### src/switch_pkg.sv
`default_nettype none

package switch_pkg;

    localparam int N_PORTS = 4;
    localparam int N_PRIOR = 4;             // Higher value is served first.
    localparam int DATA_W = 16;
    localparam int PAGE_WORDS = 8;
    localparam int N_PAGES = 64;
    localparam int MAX_PKT_PAGES = 4;       // Up to 32 words per packet.
    localparam int ALMOST_FULL_PAGES = 8;

    // Header field positions in the first word.
    localparam int HDR_DEST_LSB = 0;
    localparam int HDR_PRIOR_LSB = 2;

    typedef logic [1:0] port_t;
    typedef logic [1:0] prior_t;
    typedef logic [5:0] page_t;
    typedef logic [2:0] word_idx_t;
    typedef logic [6:0] page_cnt_t;         // Holds 0 to N_PAGES.
    typedef logic [DATA_W-1:0] word_t;

    typedef struct packed {
        logic  vld;
        logic  sop;
        logic  eop;
        word_t data;
    } wr_beat_t;

    typedef struct packed {
        logic  vld;
        logic  sop;
        logic  eop;
        word_t data;
    } rd_beat_t;

    // Request to append a stored packet to its queue.
    typedef struct packed {
        logic   valid;
        port_t  dest;
        prior_t prior;
        page_t  head;
    } join_t;

    typedef enum logic {ING_IDLE, ING_BUSY} ingress_state_e;

    typedef enum logic [1:0] {EGR_IDLE, EGR_FETCH, EGR_STREAM} egress_state_e;

endpackage

`default_nettype wire

### src/page_free_list.sv
`timescale 1ns/100ps
`default_nettype none

module page_free_list (
    input  logic                  clk,
    input  logic                  rst_n,
    input  logic                  alloc,
    output switch_pkg::page_t     alloc_page,
    input  logic                  release_en,
    input  switch_pkg::page_t     release_page,
    output switch_pkg::page_cnt_t free_count
);

    logic [switch_pkg::N_PAGES-1:0] free_mask;  // One bit per page, set when free.

    // Lowest free page, scanned from the top so the last hit wins.
    always_comb begin
        alloc_page = '0;
        for (int i = switch_pkg::N_PAGES - 1; i >= 0; i--) begin
            if (free_mask[i])
                alloc_page = switch_pkg::page_t'(i);
        end
    end

    always_ff @(posedge clk) begin
        if (!rst_n) begin
            free_mask <= '1;
        end else begin
            if (release_en)
                free_mask[release_page] <= 1'b1;
            if (alloc)
                free_mask[alloc_page] <= 1'b0;  // Never the page being released.
        end
    end

    // Net effect of a release and an allocation in the same cycle.
    always_ff @(posedge clk) begin
        if (!rst_n) begin
            free_count <= switch_pkg::page_cnt_t'(switch_pkg::N_PAGES);
        end else begin
            free_count <= free_count
                        + switch_pkg::page_cnt_t'(release_en)
                        - switch_pkg::page_cnt_t'(alloc);
        end
    end

endmodule

`default_nettype wire

### config.mk
export PLATFORM = sky130hd
export DESIGN_NAME = page_free_list
export DESIGN_NICKNAME = d
export VERILOG_FILES = /design/src/switch_pkg.sv /design/src/page_free_list.sv
export SDC_FILE = /design/constraint.sdc
export NUM_CORES = 1
export LEC_CHECK = 0
export ABC_AREA = 1
export BUFFER_PORTS_ARGS = -buffer_cell sky130_fd_sc_hd__buf_2
export CORE_MARGIN = 2
export CORE_UTILIZATION = 40
export DETAILED_ROUTE_END_ITERATION = 10
export SYNTH_ARGS = -nofsm -noshare
export SYNTH_HDL_FRONTEND = slang
export SYNTH_SLANG_ARGS = --single-unit
### constraint.sdc
create_clock -name clk -period 4 [get_ports clk]
set_input_delay 0.6 -clock clk [delete_from_list [all_inputs] [get_ports clk]]
set_output_delay 0.6 -clock clk [all_outputs]
set_load 0.005 [all_outputs]
==> Word-level counts from Yosys, hierarchy flattened <==
Cells that the tools add are included.
{ "classes": {"reduce_logical": 2, "order_cmp": 4, "n_addsub": 2, "n_bitwise": 3, "mux": 71} }
{ "op_table": {"columns": ["cell", "n"], "rows": [
  ["6-bit two-way mux", 64],
  ["64-bit two-way mux", 3],
  ["64-bit AND", 1],
  ["64-bit NOT", 1],
  ["64-bit OR", 1],
  ["6-bit by 7-bit less-than comparator with 1-bit output, second input constant", 2],
  ["1-bit demux with 6-bit select", 2],
  ["6-bit by 1-bit >= comparator with 1-bit output, second input constant", 2],
  ["7-bit by 1-bit adder with 7-bit output", 1],
  ["7-bit by 1-bit subtractor with 7-bit output", 1],
  ["1-bit logical AND", 2],
  ["1-bit two-way mux", 2]
]} }
{ "word_totals": {"elab_cells": 84, "in_bits": 10, "output_inout_bits": 13, "register_bits": 71} }

==> Logic depth before layout (Yosys ltp) <==
{ "logic_depth": {"depth_word": 71, "depth_mapped": 68, "ltp_nobuf": 67} }

==> Worst setup path after synthesis <==
OpenSTA, ideal clock, no wires.
{ "synth_timing": {"kind": "reg-to-output", "startpoint": "reg free_mask[62] in the netlist's numbering", "endpoint": "out alloc_page[0]", "required_ns": 3.400, "stages_incl_launch_ff": 67, "path_slack_ns": 0.142, "n_path_buf": 1, "t_arrival_ns": 3.258, "cell_sequence": "dfxtp_1 inv_1 nand2_1 nand2_1 nand2_1 nand2_1 nand2_1 nand2_1 nand2_1 nand2_1 nand2_1 nand2_1 nand2_1 nand2_1 nand2_1 nand2_1 nand2_1 nand2_1 (+31 left out) nand2_1 nand2_1 nand2_1 nand2_1 nand2_1 nand2_1 nand2_1 nand2_1 nand2_1 nand2_1 nand2_1 nand2_1 nand2_1 nand2_2 nand2_4 nand2_4 buf_6 inv_1"} }
{ "synth_between": {"elab_chain_len": 63} }
{ "synth_lines": {"columns": ["element", "line_no", "text"], "rows": [
  ["from (decl)", "page_free_list.sv:14", "logic [switch_pkg::N_PAGES-1:0] free_mask;"],
  ["from (signal assigned)", "page_free_list.sv:27", "free_mask <= '1;"],
  ["from (signal, indexed assignment)", "page_free_list.sv:30", "free_mask[release_page] <= 1'b1;"],
  ["from (signal, indexed assignment)", "page_free_list.sv:32", "free_mask[alloc_page] <= 1'b0;"],
  ["6-bit two-way mux (63 in series)", "page_free_list.sv:20", "if (free_mask[i])"],
  ["to (decl)", "page_free_list.sv:8", "output switch_pkg::page_t alloc_page,"]
]} }
No other way between the ends.

==> Worst setup path after layout <==
Same ends and word-level chain as after synthesis.

==> results.md <==
- Outcome: finished with violations
- Failing checks: setup timing
- Sequential Power Share: 0.470
- Combinational power share: 0.211
- R2r worst-path depth: 69
- Worst r2r src: free_mask[62]
- Yosys warnings: 0
- F_max: 218 MHz
- Detailed-route via count: 4,466
- Hold_sp: free_mask[62]
- P&R area growth vs syn: 12.6%
- Reg-to-reg slack, setup: -240 ps
- Initial Util: 0.409
- Type of the worst setup path: reg2out
- Min-Delay Endpoint: free_mask[62]
- CTS Buf Count: 9
- Setup TNS: -9260 ps
- Die Span Y: 107 um
- Most common cell in the synthesized netlist: nand2_1
- Setup violators final: 65
- Crit. End Element: output pin
- EDFF count, synth: 0
- Largest net degree at the start of global routing: 42
- R2R Path End: free_mask[38]
- Worst-Margin Slew: 743 ps
- Reg area: 1420 sq um
- Post-layout min period: 4590 ps
- H-tree level count: 3
- Post-synth ARST share: 0
- Grt ovf: 0
- Design area: 4730 sq um
- #FFs+latches synth: 71
- Fillers: 1,101
- Vias per cell: 5.14
- Most frequent cells after synthesis: nand2_1, inv_1, dfxtp_1, o21ai_0, nor2_1
- Die ar.: 11,300 sq um
- CP max stage delay: 340 ps
- Clock group share of total power: 0.319
- Slew Limit Fails: 0
- Final WS setup: -590 ps
- ANT nets after route: 0
- RSZ-0062 raised after global routing: yes
- CTS tree: done
- Mean Syn Cell Area: 6.01 sq um
- Dpl ws: -192 ps
- Post-synthesis sequential area ratio: 0.338
- Slowest CP cell: dfxtp_2
- Worst Hold Class: reg2reg
- Share of the synthesized area in the top cell type: 0.338
- Clock slew at reported path FFs: 70 ps
- Initial antenna violation count: 0
- First-pass GRT wire length: 20,300 um
- DP Wirelength: 8560 um
- WL met1: 5510 um
- Vias in the first global route: 4,075
- Final wirelength: 12,500 um
- Synthesized area: 4210 sq um
- Drt first pass iters: 5
- Diode count: 0
- Worst VDD drop: 0.302 mV
- Max cap viols: 0
- Starting DRT DRC Count: 273
- WP data required: 3400 ps
- Syn nets: 718
- Critical path fanouts, max: 2
- Hold Buf Count CTS: 0
- Net Switching: 0.000497 W
- DR top layer: met4
- Synth Flop Type: dfxtp_1
- Crit-path most repeated cell: nand2_1
- Fraction of layout cells with a size suffix above 1: 0.0846
- Area of the multi-input gates: 2270 sq um
- Port bufs: 22
- Leak Pwr: 2.51 nW
- Sw frac: 0.308
- Detailed route wirelength on metal2: 5770 um
- Clk sinks: 71
- Mapped Cells: 700
- Synth area leader: dfxtp_1
- Final Core Density: 0.461
- Die Wd: 107 um
- Slew HR: 0.505
- Placed cell areas: 4500 sq um
- Avg WL per Cell: 14.4 um
- Min-Delay Path Depth: 4
- Count of cell types in the netlist: 27
- Power Density: 341 nW/um^2
- Final estimated routing congestion in global placement: 0.911
- Residual DRC count: 0
- Critical Path AT: 3990 ps
- Total track usage: 0.231
- Int Pwr: 0.00112 W
- Later-pin clock latency in the skew report: 360 ps
- Maximum buffer depth of the clock tree: 2
- Layout Nets: 748
- IO Pins: 23
- Rows: 37
- Met3 Wirelength: 818 um
- Synth area leaders: dfxtp_1, nand2_1, inv_1
- Clk_skew: 6.50 ps
- Hold slack: 566 ps
- Root buffer cell: clkbuf_8
- Final hold violation count: 0
- Startpoint Class: register
- Core area: 10,300 sq um
- Final Cycle Share: 1.15
==> per-layer routing <==
layer,track usage,vias up
li1,-,2274
met1,0.294,1991
met2,0.383,167
met3,0.0294,34
met4,0.116,0
met5,0,-
==> cell families after synthesis <==
| logic type | count (synthesis) | share of synthesized area |
|---|---|---|
| compound gates | 85 | 0.107 |
| xor+xnor | 1 | 0.00208 |
| fa+ha+maj | 8 | 0.0256 |
| buf+inv | 130 | 0.124 |
| flops | 71 | 0.338 |
| simple gates | 405 | 0.403 |
==> how the worst max path moves through the flow <==
stage | start | to | cells past startpoint
floorplan | free_mask[62] | alloc_page[0] | 66
global placement | free_mask[62] | alloc_page[0] | 66
detailed placement | free_mask[62] | alloc_page[0] | 66
CTS | free_mask[62] | alloc_page[0] | 66
global route | free_mask[62] | alloc_page[0] | 66
finish | free_mask[62] | alloc_page[0] | 66
==> flip-flops by register name, indices dropped and copies added, names as in the netlist <==
| register | count |
|---|---|
| free_count | 7 |
| free_mask | 64 |
==> power groups by stage <==
| stage | clock network [W] | logic [W] | registers (W) |
|---|---|---|---|
| finish | 0.000516 | 0.000341 | 0.000759 |
| global route | 0.000558 | 0.000384 | 0.000763 |
| CTS | 0.000527 | 0.000339 | 0.000761 |
| detailed placement | 0 | 0.000322 | 0.000776 |
| global placement | 0 | 0.000311 | 0.000774 |
| floorplan | 0 | 0.000230 | 0.000776 |
==> final cells by class <==
cell class,instances,area share
multi-input combinational,499,0.480
sequential,71,0.300
inverter,107,0.0848
timing repair buffer,42,0.0645
tap,136,0.0359
clock buffer,13,0.0336
clock inverter,1,0.00106
==> cells in the final DEF, fill, tap and decap left out, types with 3 or more instances in the layout <==
cell and count:
a21oi_1 8, buf_2 22, buf_4 17, clkbuf_8 11, dfxtp_1 70, ha_1 7, inv_1 104, nand2_1 245
nand3_1 46, nand4_1 34, nor2_1 66, nor3_1 8, o21ai_0 68, o21bai_1 3, o31ai_1 3
==> through the flow <==
step / total power, W / std cells
4_1_cts: 0.00163 / 869
2_1_floorplan: 0.00101 / 700
5_1_grt: 0.00171 / 869
3_5_place_dp: 0.00110 / 853
3_3_place_gp: 0.00109 / 853
6_report: 0.00162 / 869
==> repair_timing <==
item,in CTS,in global routing
gates cloned,1,0
buffers inserted,1,1
pin swaps,1,6
gates resized for setup,7,2
setup endpoints to repair,63,66
==> worst max-delay path, delay by kind of cell (launching register included) <==
kind / cells / cell delay, ps
buffers and inverters: 3 / 190
DFF: 1 / 340
and+or+nand+nor: 63 / 3090
Power figures use the tool's default switching activity.
