### src/switch_pkg.sv
`default_nettype none

package switch_pkg;

    localparam int N_PORTS = 4;
    localparam int N_PRIOR = 4;             // Higher value is served first.
    localparam int DATA_W = 16;
    localparam int PAGE_WORDS = 8;
    localparam int N_PAGES = 64;
    localparam int MAX_PKT_PAGES = 4;       // Up to 32 words per packet.
    localparam int ALMOST_FULL_PAGES = 8;

    // Header field positions in the first word.
    localparam int HDR_DEST_LSB = 0;
    localparam int HDR_PRIOR_LSB = 2;

    typedef logic [1:0] port_t;
    typedef logic [1:0] prior_t;
    typedef logic [5:0] page_t;
    typedef logic [2:0] word_idx_t;
    typedef logic [6:0] page_cnt_t;         // Holds 0 to N_PAGES.
    typedef logic [DATA_W-1:0] word_t;

    typedef struct packed {
        logic  vld;
        logic  sop;
        logic  eop;
        word_t data;
    } wr_beat_t;

    typedef struct packed {
        logic  vld;
        logic  sop;
        logic  eop;
        word_t data;
    } rd_beat_t;

    // Request to append a stored packet to its queue.
    typedef struct packed {
        logic   valid;
        port_t  dest;
        prior_t prior;
        page_t  head;
    } join_t;

    typedef enum logic {ING_IDLE, ING_BUSY} ingress_state_e;

    typedef enum logic [1:0] {EGR_IDLE, EGR_FETCH, EGR_STREAM} egress_state_e;

endpackage

`default_nettype wire

### src/wr_ingress.sv
`timescale 1ns/100ps
`default_nettype none

module wr_ingress (
    input  logic                           clk,
    input  logic                           rst_n,
    input  switch_pkg::wr_beat_t           wr_in [switch_pkg::N_PORTS],
    output logic [switch_pkg::N_PORTS-1:0] pause,
    input  switch_pkg::page_cnt_t          free_count,
    output logic                           alloc,
    input  switch_pkg::page_t              alloc_page,
    output logic                           buf_wr_en,
    output switch_pkg::page_t              buf_wr_page,
    output switch_pkg::word_idx_t          buf_wr_idx,
    output switch_pkg::word_t              buf_wr_data,
    output logic                           buf_wr_end,
    output logic                           link_en,
    output switch_pkg::page_t              link_page,
    output switch_pkg::page_t              link_next,
    output switch_pkg::join_t              join_req
);

    switch_pkg::ingress_state_e state;
    switch_pkg::port_t     sel_port;    // Port being written while busy.
    switch_pkg::port_t     sop_port;
    switch_pkg::port_t     cur_port;
    switch_pkg::wr_beat_t  cur;
    switch_pkg::word_idx_t widx;        // Offset of the next word in its page.
    switch_pkg::page_t     cur_page;
    switch_pkg::page_t     head_page;
    switch_pkg::port_t     hdr_dest;
    switch_pkg::prior_t    hdr_prior;
    logic sop_any;
    logic space_ok;
    logic busy;
    logic accept;
    logic page_start;

    assign busy = state == switch_pkg::ING_BUSY;
    assign space_ok = free_count >= switch_pkg::page_cnt_t'(switch_pkg::MAX_PKT_PAGES);

    // Lowest-index port presenting a new packet.
    always_comb begin
        sop_any = 1'b0;
        sop_port = '0;
        for (int p = switch_pkg::N_PORTS - 1; p >= 0; p--) begin
            if (wr_in[p].vld && wr_in[p].sop) begin
                sop_any = 1'b1;
                sop_port = switch_pkg::port_t'(p);
            end
        end
    end

    always_comb begin
        pause = '1;
        if (busy)
            pause[sel_port] = 1'b0;
        else if (space_ok && sop_any)
            pause[sop_port] = 1'b0;
        else if (space_ok)
            pause = '0;                         // Nobody waiting, all open.
    end

    assign cur_port = busy ? sel_port : sop_port;
    assign cur = wr_in[cur_port];
    assign accept = cur.vld && !pause[cur_port] && (busy || cur.sop);
    assign page_start = widx == '0;

    assign alloc = accept && page_start;
    assign buf_wr_en = accept;
    assign buf_wr_page = page_start ? alloc_page : cur_page;
    assign buf_wr_idx = widx;
    assign buf_wr_data = cur.data;
    assign buf_wr_end = cur.eop;
    assign link_en = alloc && busy;         // Crossing into a further page.
    assign link_page = cur_page;
    assign link_next = alloc_page;

    always_ff @(posedge clk) begin
        if (!rst_n) begin
            state <= switch_pkg::ING_IDLE;
            sel_port <= '0;
            widx <= '0;
            join_req <= '0;
        end else begin
            join_req.valid <= accept && cur.eop;
            join_req.dest <= busy ? hdr_dest : cur.data[switch_pkg::HDR_DEST_LSB +: 2];
            join_req.prior <= busy ? hdr_prior : cur.data[switch_pkg::HDR_PRIOR_LSB +: 2];
            join_req.head <= busy ? head_page : alloc_page;
            if (accept) begin
                widx <= cur.eop ? '0 : widx + 1'b1;
                if (cur.eop) begin
                    state <= switch_pkg::ING_IDLE;
                end else if (!busy) begin
                    state <= switch_pkg::ING_BUSY;
                    sel_port <= sop_port;
                end
            end
        end
    end

    always_ff @(posedge clk) begin
        if (alloc)
            cur_page <= alloc_page;
        if (accept && !busy) begin              // Header word.
            head_page <= alloc_page;
            hdr_dest <= cur.data[switch_pkg::HDR_DEST_LSB +: 2];
            hdr_prior <= cur.data[switch_pkg::HDR_PRIOR_LSB +: 2];
        end
    end

endmodule

`default_nettype wire

### config.mk
export PLATFORM = sky130hd
export DESIGN_NAME = wr_ingress
export DESIGN_NICKNAME = d
export VERILOG_FILES = /design/src/switch_pkg.sv /design/src/wr_ingress.sv
export SDC_FILE = /design/constraint.sdc
export NUM_CORES = 1
export LEC_CHECK = 0
export ABC_AREA = 1
export ABC_CLOCK_PERIOD_IN_PS = 2200
export BUFFER_PORTS_ARGS = -buffer_cell sky130_fd_sc_hd__buf_2
export CAP_MARGIN = 10
export CORE_MARGIN = 4
export CORE_UTILIZATION = 42
export CTS_CLUSTER_DIAMETER = 30
export DETAILED_ROUTE_END_ITERATION = 10
export MAX_ROUTING_LAYER = met4
export PLACE_DENSITY_LB_ADDON = 0.25
export SLEW_MARGIN = 20
export SYNTH_ARGS = -nofsm -noshare
export SYNTH_HDL_FRONTEND = slang
export SYNTH_SLANG_ARGS = --single-unit
### constraint.sdc
create_clock -name clk -period 2.2 [get_ports clk]
set_input_delay 0 -clock clk [delete_from_list [all_inputs] [get_ports clk]]
set_output_delay 0 -clock clk [all_outputs]
set_load 0.005 [all_outputs]
# ---- Word-level counts from Yosys, hierarchy flattened
# Index checks and enable logic that the tools add are counted.
# W data, S select, Z words.
dict set report word_totals {
  wordCells 68
  inputBits 91
  output_inout_bits 56
  regBits 33
}
dict set report classes {
  n_lt_le_gt_ge 7
  n_addsub 1
  muxes 27
  bitwise_logic 4
  reduce_logical 18
}
# cell n
set op_table {}
lappend op_table {{$bmux W19 S2} 1}
lappend op_table {{$mux W19} 2}
lappend op_table {{$mux W2} 7}
lappend op_table {{$logic_and A1 B1 Y1} 13}
lappend op_table {{$mux W4} 3}
lappend op_table {{$mux W6} 2}
lappend op_table {{$lt A2 B3 Y1 const B} 3}
lappend op_table {{$mux W1} 8}
lappend op_table {{$not A4 Y4} 2}
lappend op_table {{$ge A7 B3 Y1 const B} 1}
lappend op_table {{$demux W1 S2} 2}
lappend op_table {{$ge A2 B1 Y1 const B} 2}
lappend op_table {{$add A3 B1 Y3 const B} 1}
lappend op_table {{$ge A3 B3 Y1 const B} 1}
lappend op_table {{$logic_not A3 Y1} 1}
lappend op_table {{$mux W3} 1}
lappend op_table {{$not A2 Y3} 1}
lappend op_table {{$bmux W1 S2} 1}
lappend op_table {{$logic_not A1 Y1} 2}
lappend op_table {{$reduce_and A2 Y1} 1}
lappend op_table {{$logic_or A1 B1 Y1} 1}
lappend op_table {{$not A1 Y1} 1}

# ---- Longest topological paths before layout
dict set report depth {
  depth_word 19
  depth_mapped 15
  ltp_nobuf 15
}

# ---- Worst setup path before layout
# No wires, ideal clock.
dict set report synth_timing {
  path_type {register -> register}
  startpoint {reg state (netlist: busy)}
  endpoint {reg hdr_dest[0] (enable)}
  stages_incl_launch_ff 10
  synth_period_minus_slack_ns 1.990
  path_buffers 0
  required_ns 1.824
  setup_time_ns 0.376
  arrival_ns 1.614
  path_slack_ns 0.210
  cell_sequence {dfxtp_1 inv_2 nand2_1 o21ai_0 nand2_1 o21ai_1 nand2_1 nand2_4 inv_2 nor2_1}
}
dict set report synth_between {
  elab_chain_len 8
  word_cells_on_any_way 14
  classes_between {7 x mux; 1 x bitwise; 6 x reduce/logical}
}
# element line_no
set synth_rtl {}
lappend synth_rtl {{start, declared} wr_ingress.sv:23} ;# switch_pkg::ingress_state_e state;
lappend synth_rtl {{start signal, assigned} wr_ingress.sv:81} ;# state <= switch_pkg::ING_IDLE;
lappend synth_rtl {{start signal, assigned} wr_ingress.sv:93} ;# state <= switch_pkg::ING_IDLE;
lappend synth_rtl {{start signal, assigned} wr_ingress.sv:95} ;# state <= switch_pkg::ING_BUSY;
lappend synth_rtl {{$mux W2} -}
lappend synth_rtl {{$not A2 Y3 (implied by the code)} wr_ingress.sv:65} ;# assign cur = wr_in[cur_port];
lappend synth_rtl {{$bmux W19 S2} wr_ingress.sv:65}
lappend synth_rtl {{$mux W19 (implied by the code) (2 in a row)} wr_ingress.sv:65}
lappend synth_rtl {{$logic_and A1 B1 Y1 or $logic_or A1 B1 Y1 (tied branches)} wr_ingress.sv:66} ;# assign accept = cur.vld && !pause[cur_port] && (busy || cur.sop);
lappend synth_rtl {{$logic_and A1 B1 Y1 (*)} wr_ingress.sv:66}
lappend synth_rtl {{net buf_wr_en} wr_ingress.sv:12} ;# output logic buf_wr_en,
lappend synth_rtl {{$logic_and A1 B1 Y1 (*)} wr_ingress.sv:105} ;# if (accept && !busy) begin
lappend synth_rtl {{end signal, assigned} wr_ingress.sv:107} ;# hdr_dest <= cur.data[switch_pkg::HDR_DEST_LSB +: 2];
lappend synth_rtl {{end, declared} wr_ingress.sv:31} ;# switch_pkg::port_t hdr_dest;
# The timed path passes the listed nets; every way through them passes the cells marked *. The select of a mux whose other input is x is not followed.
# A chain may end at the register's enable or synchronous reset.

# ---- Worst setup path after layout
dict set report layout_timing {
  startpoint {reg state (netlist: busy)}
  endpoint {out alloc}
}
dict set report layout_between {
  elab_chain_len 8
  word_cells_on_any_way 13
  classes_between {7 x mux; 1 x bitwise; 5 x reduce/logical}
}
# element line_no
set layout_rtl {}
lappend layout_rtl {{$mux W2} -}
lappend layout_rtl {{$not A2 Y3 (implied by the code)} wr_ingress.sv:65}
lappend layout_rtl {{$bmux W19 S2} wr_ingress.sv:65}
lappend layout_rtl {{$mux W19 (implied by the code) (2 in a row)} wr_ingress.sv:65}
lappend layout_rtl {{$logic_and A1 B1 Y1 or $logic_or A1 B1 Y1 (tied branches)} wr_ingress.sv:66}
lappend layout_rtl {{$logic_and A1 B1 Y1 (*)} wr_ingress.sv:66}
lappend layout_rtl {{$logic_and A1 B1 Y1 (*)} wr_ingress.sv:69} ;# assign alloc = accept && page_start;
lappend layout_rtl {{end, declared} wr_ingress.sv:10} ;# output logic alloc,
# Mark *: on every way between the ends. The rest lies on a longest branch, timed or not. The select of a mux whose other input is x is not followed.

==> results.yml <==
cells_and_area:
  final_cell_mix: "buf_2 (144), nor2_1 (69), nand2_1 (42)"
  fin_util_pct: 62.90
  nNetsFinal: 516
  area_delta_synth_final_pct: 43.13
  final_common_cell: "buf_2"
  stdcell_count: 492
  post-route-cell-area_um2: 3010
  drive_gt1_share_pct: 43.63
power:
  p_sw_mw: 1.311
  combPwrFrac_pct: 55.3
  p_leak_nw: 1.563
  internal_power_mw: 1.952
  swShare_pct: 40.19
  power_density_nw_per_um2: 1084
  fin_total_pwr_mw: 3.263
  p_clk_share_pct: 16.5
  power_frac_seq_pct: 28.2
  peakVddDrop_uv: 540.4
sta:
  worst_pin_slew_ps: 376.0
  hold_viol_final: 0
  fin_ws_ps: 194.3
  grt_setup_unrepaired: "false"
  setup_viol: 0
  clock.fmax_ghz: 0.4986
  fin_tns_setup_ps: 0
  fin_worst_skew_ps: 7.631
  fin_crit_ps: 2006
  period_share_pct: 91.17
  hold_ws_ps: 25.08
  drv_slew: 0
  slew_headroom_pct: 74.87
placement:
  gp_congestion: 0.8207
  pre_cts_slack_ps: 324.8
  dp_cells: 477
  dpl-instance-area_um2: 2830
  port_buffers: 144
  place_hpwl_um: 4925
synthesis:
  seq_area_frac_synth_pct: 39.02
  yosysWarningCount: 0
  synth_ff_type: "dfxtp_1"
  synth_nets: 371
  synth-async-reset-ratio_pct: 0
  syn_inst: 278
  syn_area_um2: 2103
  synth-edff-count: 16
  synth_seq_cells: 33
  synth.avg_cell_area_um2: 7.566
  ys_types: 28
worst_setup_path:
  reg2reg_slack_ps: 280
  path_max_fanout: 9
  arrival_ps: 2010
  crit_start: "busy"
  worstSetupEndpointType: "output pin"
  setup.worst_path.end: "alloc"
  critPathLaunchType: "flip-flop"
  path_class: "flip-flop to output pin"
  worstPathRequired_ps: 2200
  r2r_start: "busy"
  worstReg2RegEnd: "head_page[5]"
  reg2regPathDepth: 9
floorplanning:
  initial_core_util_pct: 43.95
  row_count: 25
  fp.dieW_um: 78.77
  ios: 147
  dieHeight_um: 78.77
  dieArea_um2: 6204
  core_area_um2: 4786
clocking:
  clock-root-buffer: "clkbuf_8"
  cts_tree: "yes"
  clk_pin_slew_ps: 70
  cts.htree.levels: 2
  clk_latency_ps: 280
  clock_path_buffers: 2
  cts_buffers: 5
  cts_post_setup_buffers_inserted: 0
  cts_num_sinks: 33
grt:
  top_usage_layer: "met2"
  grt_max_degree: 37
  grt.total_usage_pct: 20.39
  met3_usage_pct: 4.989
  grtUsageMet2_pct: 36.84
  overflow: 0
  grt_pass1_wl_um: 9936
  grt_pass1_vias: 2239
  antenna_found_initial: 1
  grt_use_met1_pct: 22.16
job:
  maxCapViolations: 0
hold_path:
  hold_path.class: "input pin to flip-flop"
run_status:
  status: "complete, no violations"
routing:
  post_drt_wl_per_cell_um: 12.87
  first_pass_iters: 4
  drt_iter0_markers: 81
  via_per_inst: 4.809
  drcViolationCount: 0
  ant_nets: 0
  routed_wl_um: 6332
  vias: 2366
## flip-flops by register name, indices dropped and copies added, names as in the netlist
register,cells
join_req,11
hdr_dest,2
link_page,6
buf_wr_idx,3
hdr_prior,2
sel_port,2
busy,1
head_page,6
## worst min path at each step
stage,slack [ps],end,start,depth (start not counted)
2_1_floorplan,80,link_next[0],alloc_page[0],1
3_3_place_gp,210,link_next[0],alloc_page[0],2
5_1_grt,30,sel_port[0],rst_n,3
6_report,30,sel_port[0],rst_n,3
4_1_cts,20,sel_port[0],rst_n,3
3_5_place_dp,220,link_next[0],alloc_page[0],2
## routing by layer
layer / up-vias / share of wire (%)
li1: 1216 / -
met1: 1050 / 38
met2: 85 / 53
met3: 15 / 7.3
met4: 0 / 2.4
met5: - / 0
## cells by family after synthesis
family	after synthesis	synth area share (%)
simple gates	135	26.59
buf+inv	45	10.83
mux	5	2.677
compound gates	57	19.27
fa+ha+maj	2	1.190
flops	33	39.02
xor+xnor	1	0.4165
## critical path, cell delays in order (launching register included)
cell	delay (ps)
dfxtp_1	470
inv_2	120
nand2_2	110
nand2_2	110
o21ai_1	150
nand2_1	140
nand2_4	150
inv_2	70
nor2_1	100
buf_4	180
buf_2	120
## repair_timing
action / in CTS / in global routing
resized for setup: 0 / 4
setup endpoints to repair: 0 / 5
hold buffers: 6 / 0
hold endpoints to repair: 12 / 0
## area by class of cell
| cell class | instances | area, µm² |
|---|---|---|
| Fill cell | 450 | 1775 |
| Multi-Input combinational cell | 200 | 1055 |
| Timing Repair Buffer | 157 | 844.6 |
| Sequential cell | 33 | 820.8 |
| Inverter | 26 | 97.59 |
| Tap cell | 67 | 83.83 |
| Clock buffer | 6 | 72.57 |
| Clock inverter | 2 | 33.78 |
| Antenna cell | 1 | 2.502 |
## power groups by stage
| stage | sequential [mW] | clock [mW] | combinational [mW] |
|---|---|---|---|
| final | 0.921 | 0.538 | 1.80 |
| after global routing | 0.935 | 0.576 | 2.04 |
| after CTS | 0.921 | 0.550 | 1.80 |
| after detailed placement | 0.932 | 0 | 1.78 |
| after global placement | 0.926 | 0 | 1.75 |
| after floorplan | 0.937 | 0 | 1.16 |
## cell usage after synthesis, drive strengths merged (2+ instances only)
cell	n	area, µm²
mux2	5	56.30
o32ai	12	165.2
o22ai	4	31.28
buf	15	115.1
nor2	70	270.3
edfxtp	16	480.5
nand2	48	200.2
dfxtp	17	340.3
nand3	14	70.07
ha	2	25.02
a21oi	6	30.03
inv	26	97.59
o21ai	35	178.9
clkbuf	4	15.01
No activity file was read; power rests on OpenSTA's default activity.
