<file path="src/switch_pkg.sv">
`default_nettype none

package switch_pkg;

    localparam int N_PORTS = 4;
    localparam int N_PRIOR = 4;             // Higher value is served first.
    localparam int DATA_W = 16;
    localparam int PAGE_WORDS = 8;
    localparam int N_PAGES = 64;
    localparam int MAX_PKT_PAGES = 4;       // Up to 32 words per packet.
    localparam int ALMOST_FULL_PAGES = 8;

    // Header field positions in the first word.
    localparam int HDR_DEST_LSB = 0;
    localparam int HDR_PRIOR_LSB = 2;

    typedef logic [1:0] port_t;
    typedef logic [1:0] prior_t;
    typedef logic [5:0] page_t;
    typedef logic [2:0] word_idx_t;
    typedef logic [6:0] page_cnt_t;         // Holds 0 to N_PAGES.
    typedef logic [DATA_W-1:0] word_t;

    typedef struct packed {
        logic  vld;
        logic  sop;
        logic  eop;
        word_t data;
    } wr_beat_t;

    typedef struct packed {
        logic  vld;
        logic  sop;
        logic  eop;
        word_t data;
    } rd_beat_t;

    // Request to append a stored packet to its queue.
    typedef struct packed {
        logic   valid;
        port_t  dest;
        prior_t prior;
        page_t  head;
    } join_t;

    typedef enum logic {ING_IDLE, ING_BUSY} ingress_state_e;

    typedef enum logic [1:0] {EGR_IDLE, EGR_FETCH, EGR_STREAM} egress_state_e;

endpackage

`default_nettype wire

</file>
<file path="src/queue_table.sv">
`timescale 1ns/100ps
`default_nettype none

module queue_table (
    input  logic                                               clk,
    input  logic                                               rst_n,
    input  switch_pkg::join_t                                  join_req,
    input  logic                                               deq,
    input  switch_pkg::port_t                                  deq_port,
    input  switch_pkg::prior_t                                 deq_prior,
    output switch_pkg::page_t                                  deq_head,
    output logic [switch_pkg::N_PORTS*switch_pkg::N_PRIOR-1:0] nonempty
);

    // Queues are indexed by {port, prior}.
    switch_pkg::page_t     head  [switch_pkg::N_PORTS * switch_pkg::N_PRIOR];
    switch_pkg::page_t     tail  [switch_pkg::N_PORTS * switch_pkg::N_PRIOR];
    switch_pkg::page_cnt_t count [switch_pkg::N_PORTS * switch_pkg::N_PRIOR];
    switch_pkg::page_t     chain [switch_pkg::N_PAGES];  // Head page of the next packet.

    logic [$bits(switch_pkg::port_t)+$bits(switch_pkg::prior_t)-1:0] jq;
    logic [$bits(switch_pkg::port_t)+$bits(switch_pkg::prior_t)-1:0] dq;
    logic join_takes_head;

    assign jq = {join_req.dest, join_req.prior};
    assign dq = {deq_port, deq_prior};
    assign deq_head = head[dq];

    // The new packet becomes the head if the queue is, or is about to be, empty.
    assign join_takes_head = (count[jq] == '0)
                          || (deq && dq == jq && count[jq] == switch_pkg::page_cnt_t'(1));

    always_comb begin
        for (int q = 0; q < switch_pkg::N_PORTS * switch_pkg::N_PRIOR; q++)
            nonempty[q] = count[q] != '0;
    end

    always_ff @(posedge clk) begin
        if (!rst_n) begin
            for (int q = 0; q < switch_pkg::N_PORTS * switch_pkg::N_PRIOR; q++)
                count[q] <= '0;
        end else begin
            for (int q = 0; q < switch_pkg::N_PORTS * switch_pkg::N_PRIOR; q++) begin
                count[q] <= count[q]
                          + switch_pkg::page_cnt_t'(join_req.valid && jq == q)
                          - switch_pkg::page_cnt_t'(deq && dq == q);
            end
        end
    end

    always_ff @(posedge clk) begin
        if (deq)
            head[dq] <= chain[head[dq]];          // Advance to the next packet.
        if (join_req.valid) begin
            tail[jq] <= join_req.head;
            if (join_takes_head)
                head[jq] <= join_req.head;        // Overrides the advance above.
            else
                chain[tail[jq]] <= join_req.head;
        end
    end

endmodule

`default_nettype wire

</file>
<file path="config.mk">
export PLATFORM = sky130hd
export DESIGN_NAME = queue_table
export DESIGN_NICKNAME = d
export VERILOG_FILES = /design/src/switch_pkg.sv /design/src/queue_table.sv
export SDC_FILE = /design/constraint.sdc
export NUM_CORES = 1
export LEC_CHECK = 0
export BUFFER_PORTS_ARGS = -buffer_cell sky130_fd_sc_hd__buf_2
export CAP_MARGIN = 20
export CORE_UTILIZATION = 47
export DETAILED_ROUTE_END_ITERATION = 8
export GPL_TIMING_DRIVEN = 0
export HOLD_SLACK_MARGIN = 0.03
export PLACE_DENSITY = 0.69
export SETUP_SLACK_MARGIN = 0.5
export SLEW_MARGIN = 20
export SYNTH_ARGS = -nofsm -noshare
export SYNTH_HDL_FRONTEND = slang
export SYNTH_SLANG_ARGS = --single-unit
</file>
<file path="constraint.sdc">
create_clock -name clk -period 8.9 [get_ports clk]
set_input_delay 0.445 -clock clk [delete_from_list [all_inputs] [get_ports clk]]
set_output_delay 0.445 -clock clk [all_outputs]
set_load 0.05 [all_outputs]
</file>
# After elaboration in Yosys (flattened, before gate mapping)
# Memories as Yosys holds them, arrays and structs flattened.
# Index checks and enable logic that the tools add are counted.
# word_totals
mem_count,4
output_inout_bits,22
mem_bits_rw,688
inputBits,18
word_cells,166
register_bits,0
# mem_list
name,depth,word_bits,rd,rd_ports_with_merged_regs,wr,line_no,rtl
chain,64,6,1,0,1,queue_table.sv:19,switch_pkg::page_t chain [switch_pkg::N_PAGES];
count,16,7,17,0,16,queue_table.sv:18,switch_pkg::page_cnt_t count [switch_pkg::N_PORTS * switch_pkg::N_PRIOR];
head,16,6,1,0,2,queue_table.sv:16,switch_pkg::page_t head [switch_pkg::N_PORTS * switch_pkg::N_PRIOR];
tail,16,6,1,0,1,queue_table.sv:17,switch_pkg::page_t tail [switch_pkg::N_PORTS * switch_pkg::N_PRIOR];
# op_classes
n_mux,28
n_reduce_logical,54
n_eq_ne,32
add_sub_neg,32
n_bitwise,16
# op_table
operator,n
adder 7 x 1 -> 7 bit,16
2-to-1 mux 7 bit,16
nonzero test 7 bit,16
subtractor 7 x 1 -> 7 bit,16
"equality test 4 bit, second input constant",16
logical AND 1 bit,34
"equality test 4 x 3 -> 1 bit, second input constant",8
"equality test 4 x 2 -> 1 bit, second input constant",4
bitwise OR 1 bit,16
2-to-1 mux 1 bit,12
"equality test 4 x 1 -> 1 bit, second input constant",2
logical NOT 4 bit,2
"equality test 7 x 1 -> 1 bit, second input constant",1
logical NOT 7 bit,1
equality test 4 bit,1
logical OR 1 bit,1

# Logic depth before layout (Yosys ltp)
# Gate-level depths: netlist (run 1).
# logic_depth
depth_word,7
depth_mapped,19
depth_no_buf,15

# Worst setup path after synthesis (run 1)
# OpenSTA, ideal clock, no wires.
# synth_timing
path_kind,input-to-reg
start,input port join_req[6] (netlist bit)
end,"memory chain[24][0] (netlist bit), enable pin"
arrival_time_ps,3465
required_ps,8550
setup_time_ps,350
path_slack_ps,5085
cell_stages,8
path_cell_list,buf_2 clkbuf_1 buf_1 mux4_2 mux4_2 nor3b_1 nand2_1 nor2_1
# synth_via
elab_chain_cells,7
word_cells_on_any_way,11
# synth_lines
element,line_no,rtl
"start, declared",queue_table.sv:7,"input switch_pkg::join_t join_req,"
memory (16 x 7 bit) or equality test 4 bit (tied branches),--,
equality test 7 x 1 -> 1 bit or logical AND 1 bit (tied branches),queue_table.sv:31,|| (deq && dq == jq && count[jq] == switch_pkg::page_cnt_t'(1));
logical AND 1 bit,queue_table.sv:31,
logical OR 1 bit,queue_table.sv:31,
2-to-1 mux 1 bit,queue_table.sv:56,if (join_takes_head)
2-to-1 mux 1 bit,queue_table.sv:54,if (join_req.valid) begin
2-to-1 mux 1 bit (not written as such),queue_table.sv:59,chain[tail[jq]] <= join_req.head;
"end, declared",queue_table.sv:19,
# Several ways; a longest one is shown, not always the timed one.

# Worst setup path after layout (run 1)
# layout_timing
start,input port join_req[6] (netlist bit)
end,"memory chain[36][5] (netlist bit), enable pin"
# The elaborated chain is that of the path after synthesis.

==> results of run 1 <==
report_power, final:
part | leakage (nW) | switching [mW] | internal (mW) | total (mW)
clock network | 1.12 | 1.29 | 1.69 | 2.99
registers | 6.11 | 0.106 | 3.70 | 3.80
logic | 5.85 | 1.36 | 0.855 | 2.21
total | 13.1 | 2.76 | 6.25 | 9.00
state kept, by name, indices dropped and copies added, names as in the netlist:
register  cells
chain       384
count       112
head         96
tail         96
kinds of logic after synthesis:
kind of cell	Yosys count
XOR/XNOR	84
adder cells (fa/ha/maj)	160
flip-flops	688
buffers and inverters	353
AND/OR/NAND/NOR	809
multiplexers	155
AO/OA/AOI/OAI	467
per-stage QoR:
step	power (mW)	setup slack [ps]	hold slack (ps)
finish	9.002	4019	245.0
global route	9.375	3723	233.4
CTS	9.006	3984	222.7
detailed placement	6.051	3360	631.1
global placement	5.945	3402	621.1
floorplan	5.465	5085	543.9
worst paths after layout:
kind	from	slack (ps)	endpoint	depth (start not counted)
setup / recovery	join_req[6]	4020	chain[36][5]$_DFFE_PP_	9
setup reg to reg	head[3][1]$_DFFE_PP_	4270	head[13][3]$_DFFE_PP_	10
hold reg to reg	count[11][6]$_SDFF_PN0_	650	count[11][6]$_SDFF_PN0_	3
hold / removal	join_req[3]	240	chain[43][3]$_DFFE_PP_	1
layer usage:
metal / GRT usage / vias to the layer above
met5: 0 / -
met4: 0.09629 / 0
met3: 0.04497 / 247
met2: 0.4140 / 1157
met1: 0.3193 / 11350
li1: - / 10290
layout by cell type, fill, tap and decap left out, drive strengths merged, types with 35 or more instances in the layout:
cell / instances
mux2: 37
and2: 74
nor2: 174
ha: 144
clkbuf: 169
o31ai: 80
o21ai: 83
dfxtp: 112
nand4: 42
a31oi: 35
a21oi: 68
and3: 55
mux2i: 53
xor2: 41
edfxtp: 576
nor2b: 35
xnor2: 43
mux4: 65
nand3: 111
buf: 125
inv: 186
nand2: 228
worst max-delay path, stage by stage:
cell,delay (ps)
sky130_fd_sc_hd__buf_2,100
sky130_fd_sc_hd__buf_2,300
sky130_fd_sc_hd__clkbuf_1,670
sky130_fd_sc_hd__buf_1,740
sky130_fd_sc_hd__mux4_2,610
sky130_fd_sc_hd__mux4_2,510
sky130_fd_sc_hd__nor3b_1,410
sky130_fd_sc_hd__nand2_1,590
sky130_fd_sc_hd__nor2_1,730
final cells by class:
cell class | count | area, µm²
multi-input cells | 1675 | 12630
clock buffers | 89 | 1929
repair buffers | 35 | 295.3
well taps | 940 | 1176
clock inverters | 42 | 365.4
flip-flops and latches | 688 | 19540
plain buffers | 170 | 798.3
fillers | 5898 | 32960
inverters | 183 | 689.4
diodes | 1 | 2.502
==> reports/summary.md, run 1 <==
By area, the combinational part of the netlist is dominated by simple AND/OR/NAND/NOR gates. For the finished layout, the period the worst path requires is 4881 ps. Fraction of final layout cells sized beyond drive strength 1: 0.1207. The met2 wire length was 43,940 µm. Setup violations remaining at the end of the flow were counted as 0. The critical path data required time came out at 9160 ps.

The uppermost signal routing layer after detailed routing is met4. Derived from the worst setup path, the maximum achievable clock frequency is 204.9 MHz. The post-synthesis simple-gate area fraction was 0.1200; the number of routed nets with antenna violations was 0. The proportion of synthesized flip-flops having asynchronous set or reset works out to 0. After synthesis, the cell types taking the most area are sky130_fd_sc_hd__edfxtp_1 (51%), sky130_fd_sc_hd__dfxtp_1 (6.7%), sky130_fd_sc_hd__ha_1 (5.4%), sky130_fd_sc_hd__mux4_2 (4.4%), sky130_fd_sc_hd__nand2_1 (2.5%). The most common flop cell mapped by yosys is sky130_fd_sc_hd__edfxtp_1.

TritonCTS built the clock tree. The run gives 137,500 µm as the global-route wire length before repair. The power per unit of standard cell area was 240.5 mW/mm²; the via density per instance was 6.025. Yosys printed 0 warnings.

The logs give 0 for the final number of max-transition violations and 0.5317 for the end-of-flow core utilization. The wire length on met1 is 35,960 µm. In this run the static leakage power is 13.08 nW. The number of enable-type register cells in the synthesized netlist was 576.

For this design, the CTS-stage hold fixing added 0 buffers. The tools report the maximum number of pins on one net before global-route repair as 82. In this run the post-CTS setup repair buffer count came out at 0.

Setup repair after global routing left no endpoint under its margin. The tool flagged a number of max-cap violations equal to 0. The worst setup path is captured at a flip-flop.

The CTS H-tree depth is 3. Post-synthesis instance area: 0.03365 mm². The startpoint kind of the worst setup timing path was an input port. The clock buffer count from CTS is 74, and the instance count of the mapped netlist is 2,716.

The routed design has 91,130 µm of wire. When the netlist entered floorplanning its net count stood at 2,894. For this design the top-level I/O count stands at 40. The first routing iteration left 2,607 violations. The run gives 0 as the number of hold violations in the final report.

For the number of antenna violations at the first check in global routing, the log shows 1. The period utilization is 0.5484. The total negative slack is 0 ps. The logs give 688 for the clock sink count and 0 for the remaining design rule violation count.

The first detailed-routing pass ran for 6 iterations. For the worst-skew pair, the clock arrives at the later sink with an insertion delay of 640 ps. Clock-pin slew was measured on the worst setup and hold paths at 60 ps. Along the worst path, the maximum fanout reaches 10. The distinct cell type count after synthesis was 75; the top cell type's share of synthesized area was 0.5140. The relative max-transition margin is 0.2161. The initial cell density of the core is 0.4780. For the clock tree skew after final layout, the log shows 41.39 ps. For the total global routing track utilization, the log shows 0.2476. The finished layout holds 3,823 standard cells, fillers aside. Adder and majority gate portion of the synthesized area: 0.06306. The flow ran to the end, and the final reports show no timing, DRC or antenna violations. Synthesis inferred 688 register bits. The die covers 0.07267 mm².

The total via count in the routed design came out at 23,040. The layout overhead on the synthesized area was 11.23%. From left edge to right edge, the die measures 269.6 µm.

The synthesized design spends more area on one cell type than any other, namely sky130_fd_sc_hd__edfxtp_1. Clock tree buffer depth: 3. In the synthesized netlist, the cells that appear most often are sky130_fd_sc_hd__edfxtp_1 (576), sky130_fd_sc_hd__nand2_1 (227), sky130_fd_sc_hd__inv_1 (182), sky130_fd_sc_hd__nor2_1 (174), sky130_fd_sc_hd__ha_1 (144).

At the end of routability-driven placement, the weighted congestion stood at 0.9548. The endpoint arrival time on the critical path is 5140 ps, and the number of gates resized after CTS is 0. The tools report the area of all placed cells without fillers as 0.03743 mm².

Once placement completed, the tool counted placed cells totaling 3,691. The chip height works out to 269.6 µm. The worst setup path is of the in2reg kind. The cell area reported after detailed placement is 0.03512 mm², and the xor-xnor portion of the synthesized cell area is 0.02186. The area of the placeable core was 0.07039 mm².

The tree is rooted in a sky130_fd_sc_hd__clkbuf_16. Sequential fraction of the synthesis area: 0.5806. The via count of the first global-routing pass is 22,960, and the slew of the pin with the lowest slew margin is 1172 ps. The complex-gate fraction of the synthesized area is 0.09816, and the number of placement rows is 97. The met3 wire length came out at 7614 µm. In the final routed layout, each cell accounts on average for 23.84 µm. Port buffering added 30 buffers. The path class of the tightest hold or removal check is in2reg.

Summed over all nets, the half-perimeter wirelength after detailed placement is 62,420 µm. Worst supply voltage drop on vdd: 235.7 µV. Among all cell types in the netlist, the one instantiated most often is sky130_fd_sc_hd__edfxtp_1. Remaining global-route overflow: 0.

The mux contribution to synthesized area works out to 0.07202. Dividing the synthesized area by the synthesized cell count gives 12.39 µm². After the last flow step, the layout net total stands at 3,005.
Power figures use the tool's default switching activity.
==> inputs of run 2 (changes only) <==
Clock period 8.9 ns to 4.6 ns, I/O delays scaled along.
==> run 2 against run 1 <==
Net effect:
- clock power increased by 93%
- sequential cell count unchanged
- critical path type is now reg2reg
- design area increased by 0.85%
- hold slack got worse by 150 ps
==> reports/summary.md, run 2 (synthesis gave the netlist of run 1 again) <==
The run finished with clean final reports. Source of the worst register-to-register timing path: head[12][0]$_DFFE_PP_ (was head[3][1]$_DFFE_PP_). The post-layout net count came out at 3,022 (was 3,005).

The tools report the critical path data required time as 4940 ps (was 9160 ps). The clock period could shrink to 4052 ps. The slew of the pin with the lowest slew margin was 1177 ps (was 1172 ps). TritonCTS built the clock tree. The wire length after detailed routing came out at 91,590 µm (was 91,130 µm). The number of antenna violations at the first check in global routing came out at 2 (was 1). The tightest hold margin is 93.46 ps (was 245.0 ps). The cell count after placement was 3,691 (unchanged); the number of routed nets with antenna violations was 0 (unchanged). Category of the critical setup timing path: reg2reg (was in2reg).

The clock transition at the registers of the reported paths is 60 ps (about the same), and the via count of the first global-routing pass is 23,140 (was 22,960). The tools report the initial cell density of the core as 0.4780 (unchanged). The endpoint arrival time on the critical path came out at 4400 ps (was 5140 ps). The final count of negative-setup-slack endpoints is 0 (unchanged), and the period utilization is 0.8809. Setup repair after global routing could not meet its margin everywhere. The area of the placeable core is 0.07039 mm² (unchanged). The clock tree root buffer cell was sky130_fd_sc_hd__clkbuf_16 (unchanged).

The overall die area is 0.07267 mm² (unchanged). The run gives 23,120 (was 23,040) as the total via count in the routed design. The number of instances on the worst hold path was 1 (unchanged). The via density per instance was 6.021 (was 6.025); the number of buffer cells added on primary ports was 30 (unchanged). The remaining design rule violation count came out at 0 (unchanged).

The final number of max-transition violations is 0 (unchanged), and the total global routing track utilization is 0.2489 (was 0.2476). The logs give 3 (unchanged) for the CTS H-tree depth and 456.2 µV (was 235.7 µV) for the worst supply voltage drop on vdd. The clock tree buffer depth is 3 (unchanged). The detailed placement HPWL was 62,420 µm (unchanged); the width of the die was 269.6 µm (unchanged). The tools report the kind of end point of the critical path as a flip-flop (unchanged). The class of the worst hold path was in2reg (unchanged). For the number of hold violations in the final report, the log shows 0 (unchanged).

Commonest non-fill, non-tap cells in the layout: sky130_fd_sc_hd__edfxtp_1 (576), sky130_fd_sc_hd__nand2_1 (217), sky130_fd_sc_hd__inv_1 (182) (was sky130_fd_sc_hd__edfxtp_1 (576), sky130_fd_sc_hd__nand2_1 (227), sky130_fd_sc_hd__inv_1 (182)). For the top-level I/O count, the log shows 40 (unchanged). For the first-pass iteration count of the detailed router, the log shows 9 (was 6). The clock tree skew after final layout was 42.05 ps (was 41.39 ps); the number of flip-flops under the largest register name was 384 (unchanged). The static leakage power is 13.21 nW (was 13.08 nW), and the worst reg-to-reg path cell count is 12 (was 10). The global-route wire length before repair is 138,200 µm (was 137,500 µm), and the layout overhead on the synthesized area is 12.17% (was 11.23%).

The initial DRC count is 2,482 (was 2,607). The count of non-filler cells in the finished layout was 3,840 (was 3,823). The power per unit of standard cell area is 463.3 mW/mm² (was 240.5 mW/mm²). The total negative slack was 0 ps (unchanged). The remaining global-route overflow is 0 (unchanged), and the cell area reported after detailed placement is 0.03512 mm² (unchanged). Top fanout value on the critical path: 10 (unchanged). End of the worst register-to-register path: head[7][5]$_DFFE_PP_ (was head[13][3]$_DFFE_PP_). The later-pin clock latency in the skew report is 640 ps (about the same). The clock sink count is 688 (unchanged). Number of placement rows: 97 (unchanged). The hold-critical path endpoint is chain[36][1]$_DFFE_PP_ (was chain[43][3]$_DFFE_PP_). The fraction of final layout cells sized beyond drive strength 1 was 0.1438 (was 0.1207); the area of all placed cells without fillers was 0.03775 mm² (was 0.03743 mm²). The tools report the critical hold path startpoint as join_req[1] (was join_req[3]). For the end-of-flow core utilization, the log shows 0.5362 (was 0.5317). For the total of max-cap violations, the log shows 0 (unchanged). The tools report the flop-to-flop setup slack as 550 ps (was 4270 ps). For the global placer's final weighted congestion, the log shows 0.9548 (unchanged).

Derived from the worst setup path, the maximum achievable clock frequency is 246.8 MHz. Maximum number of pins on one net before global-route repair: 82 (unchanged). The commonest non-fill, non-tap cell in the layout is sky130_fd_sc_hd__edfxtp_1 (unchanged). The chip height works out to 269.6 µm (unchanged). The tools report the clock buffer count from CTS as 74 (unchanged). The tools report the relative max-transition margin as 0.2124 (was 0.2161). The tools report the startpoint kind of the worst setup timing path as a flip-flop (was an input port). Detailed-route wire length per cell: 23.85 µm (was 23.84 µm).
==> run 2: final cells by class <==
class	count	area, µm²
tap	940	1176
buffer	170	815.8
timing repair buffer	52	432.9
clock buffer	89	1929
fill	5874	32650
multi-input combinational	1675	12800
inverter	183	689.4
sequential	688	19540
antenna	1	2.502
clock inverter	42	365.4
==> run 2: what timing repair did <==
action | 4_1_cts | 5_1_grt
gates cloned | 0 | 0
setup buffers | 13 | 0
endpoints found under the setup margin | 534 | 357
endpoints found under the hold margin | 34 | 0
resized for setup | 42 | 24
hold buffers | 4 | 0
pin swaps | 6 | 0
==> run 2: routing by layer <==
layer	GRT usage	share of wire	vias up
met5	0	0	-
met4	0.1005	0.043	0
met3	0.04551	0.084	257
met2	0.4159	0.48	1169
met1	0.3196	0.39	11370
li1	-	-	10320
==> run 2: per-stage QoR <==
step | total power [mW] | setup slack, ps
floorplan | 10.57 | 1000
global route | 18.22 | 346.2
CTS | 17.48 | 499.3
finish | 17.49 | 548.0
global placement | 11.50 | -682.9
detailed placement | 11.71 | -725.2
==> run 2: worst max-delay path by stage <==
stage                          start                      to  slack [ps]  cells after the start
6_report       head[12][0]$_DFFE_PP_    head[7][5]$_DFFE_PP_         550                     12
5_1_grt                  join_req[8]  count[9][6]$_SDFF_PN0_         350                     15
4_1_cts                 deq_prior[1]   head[13][0]$_DFFE_PP_         500                     14
3_5_place_dp             join_req[6]  chain[36][1]$_DFFE_PP_        -730                      9
3_3_place_gp             join_req[6]  chain[36][1]$_DFFE_PP_        -680                      9
2_1_floorplan            join_req[6]  chain[24][0]$_DFFE_PP_        1000                      8
==> run 2: power breakdown <==
| part | total (mW) | leakage (nW) | switching (mW) | internal, mW |
|---|---|---|---|---|
| logic | 4.35 | 5.99 | 2.66 | 1.69 |
| clock network | 5.78 | 1.12 | 2.50 | 3.28 |
| registers | 7.36 | 6.11 | 0.205 | 7.15 |
| total | 17.5 | 13.2 | 5.36 | 12.1 |
==> run 2: critical path, cell delays in order, from the launching register on <==
cell                       delay (ps)
sky130_fd_sc_hd__edfxtp_1         380
sky130_fd_sc_hd__mux4_2           540
sky130_fd_sc_hd__mux2i_4          330
sky130_fd_sc_hd__a21o_4           230
sky130_fd_sc_hd__inv_4             80
sky130_fd_sc_hd__buf_6            160
sky130_fd_sc_hd__buf_2            220
sky130_fd_sc_hd__buf_1            310
sky130_fd_sc_hd__o211ai_1         340
sky130_fd_sc_hd__nand4_1          200
sky130_fd_sc_hd__a31oi_2          520
sky130_fd_sc_hd__buf_4            330
sky130_fd_sc_hd__o31ai_2           90
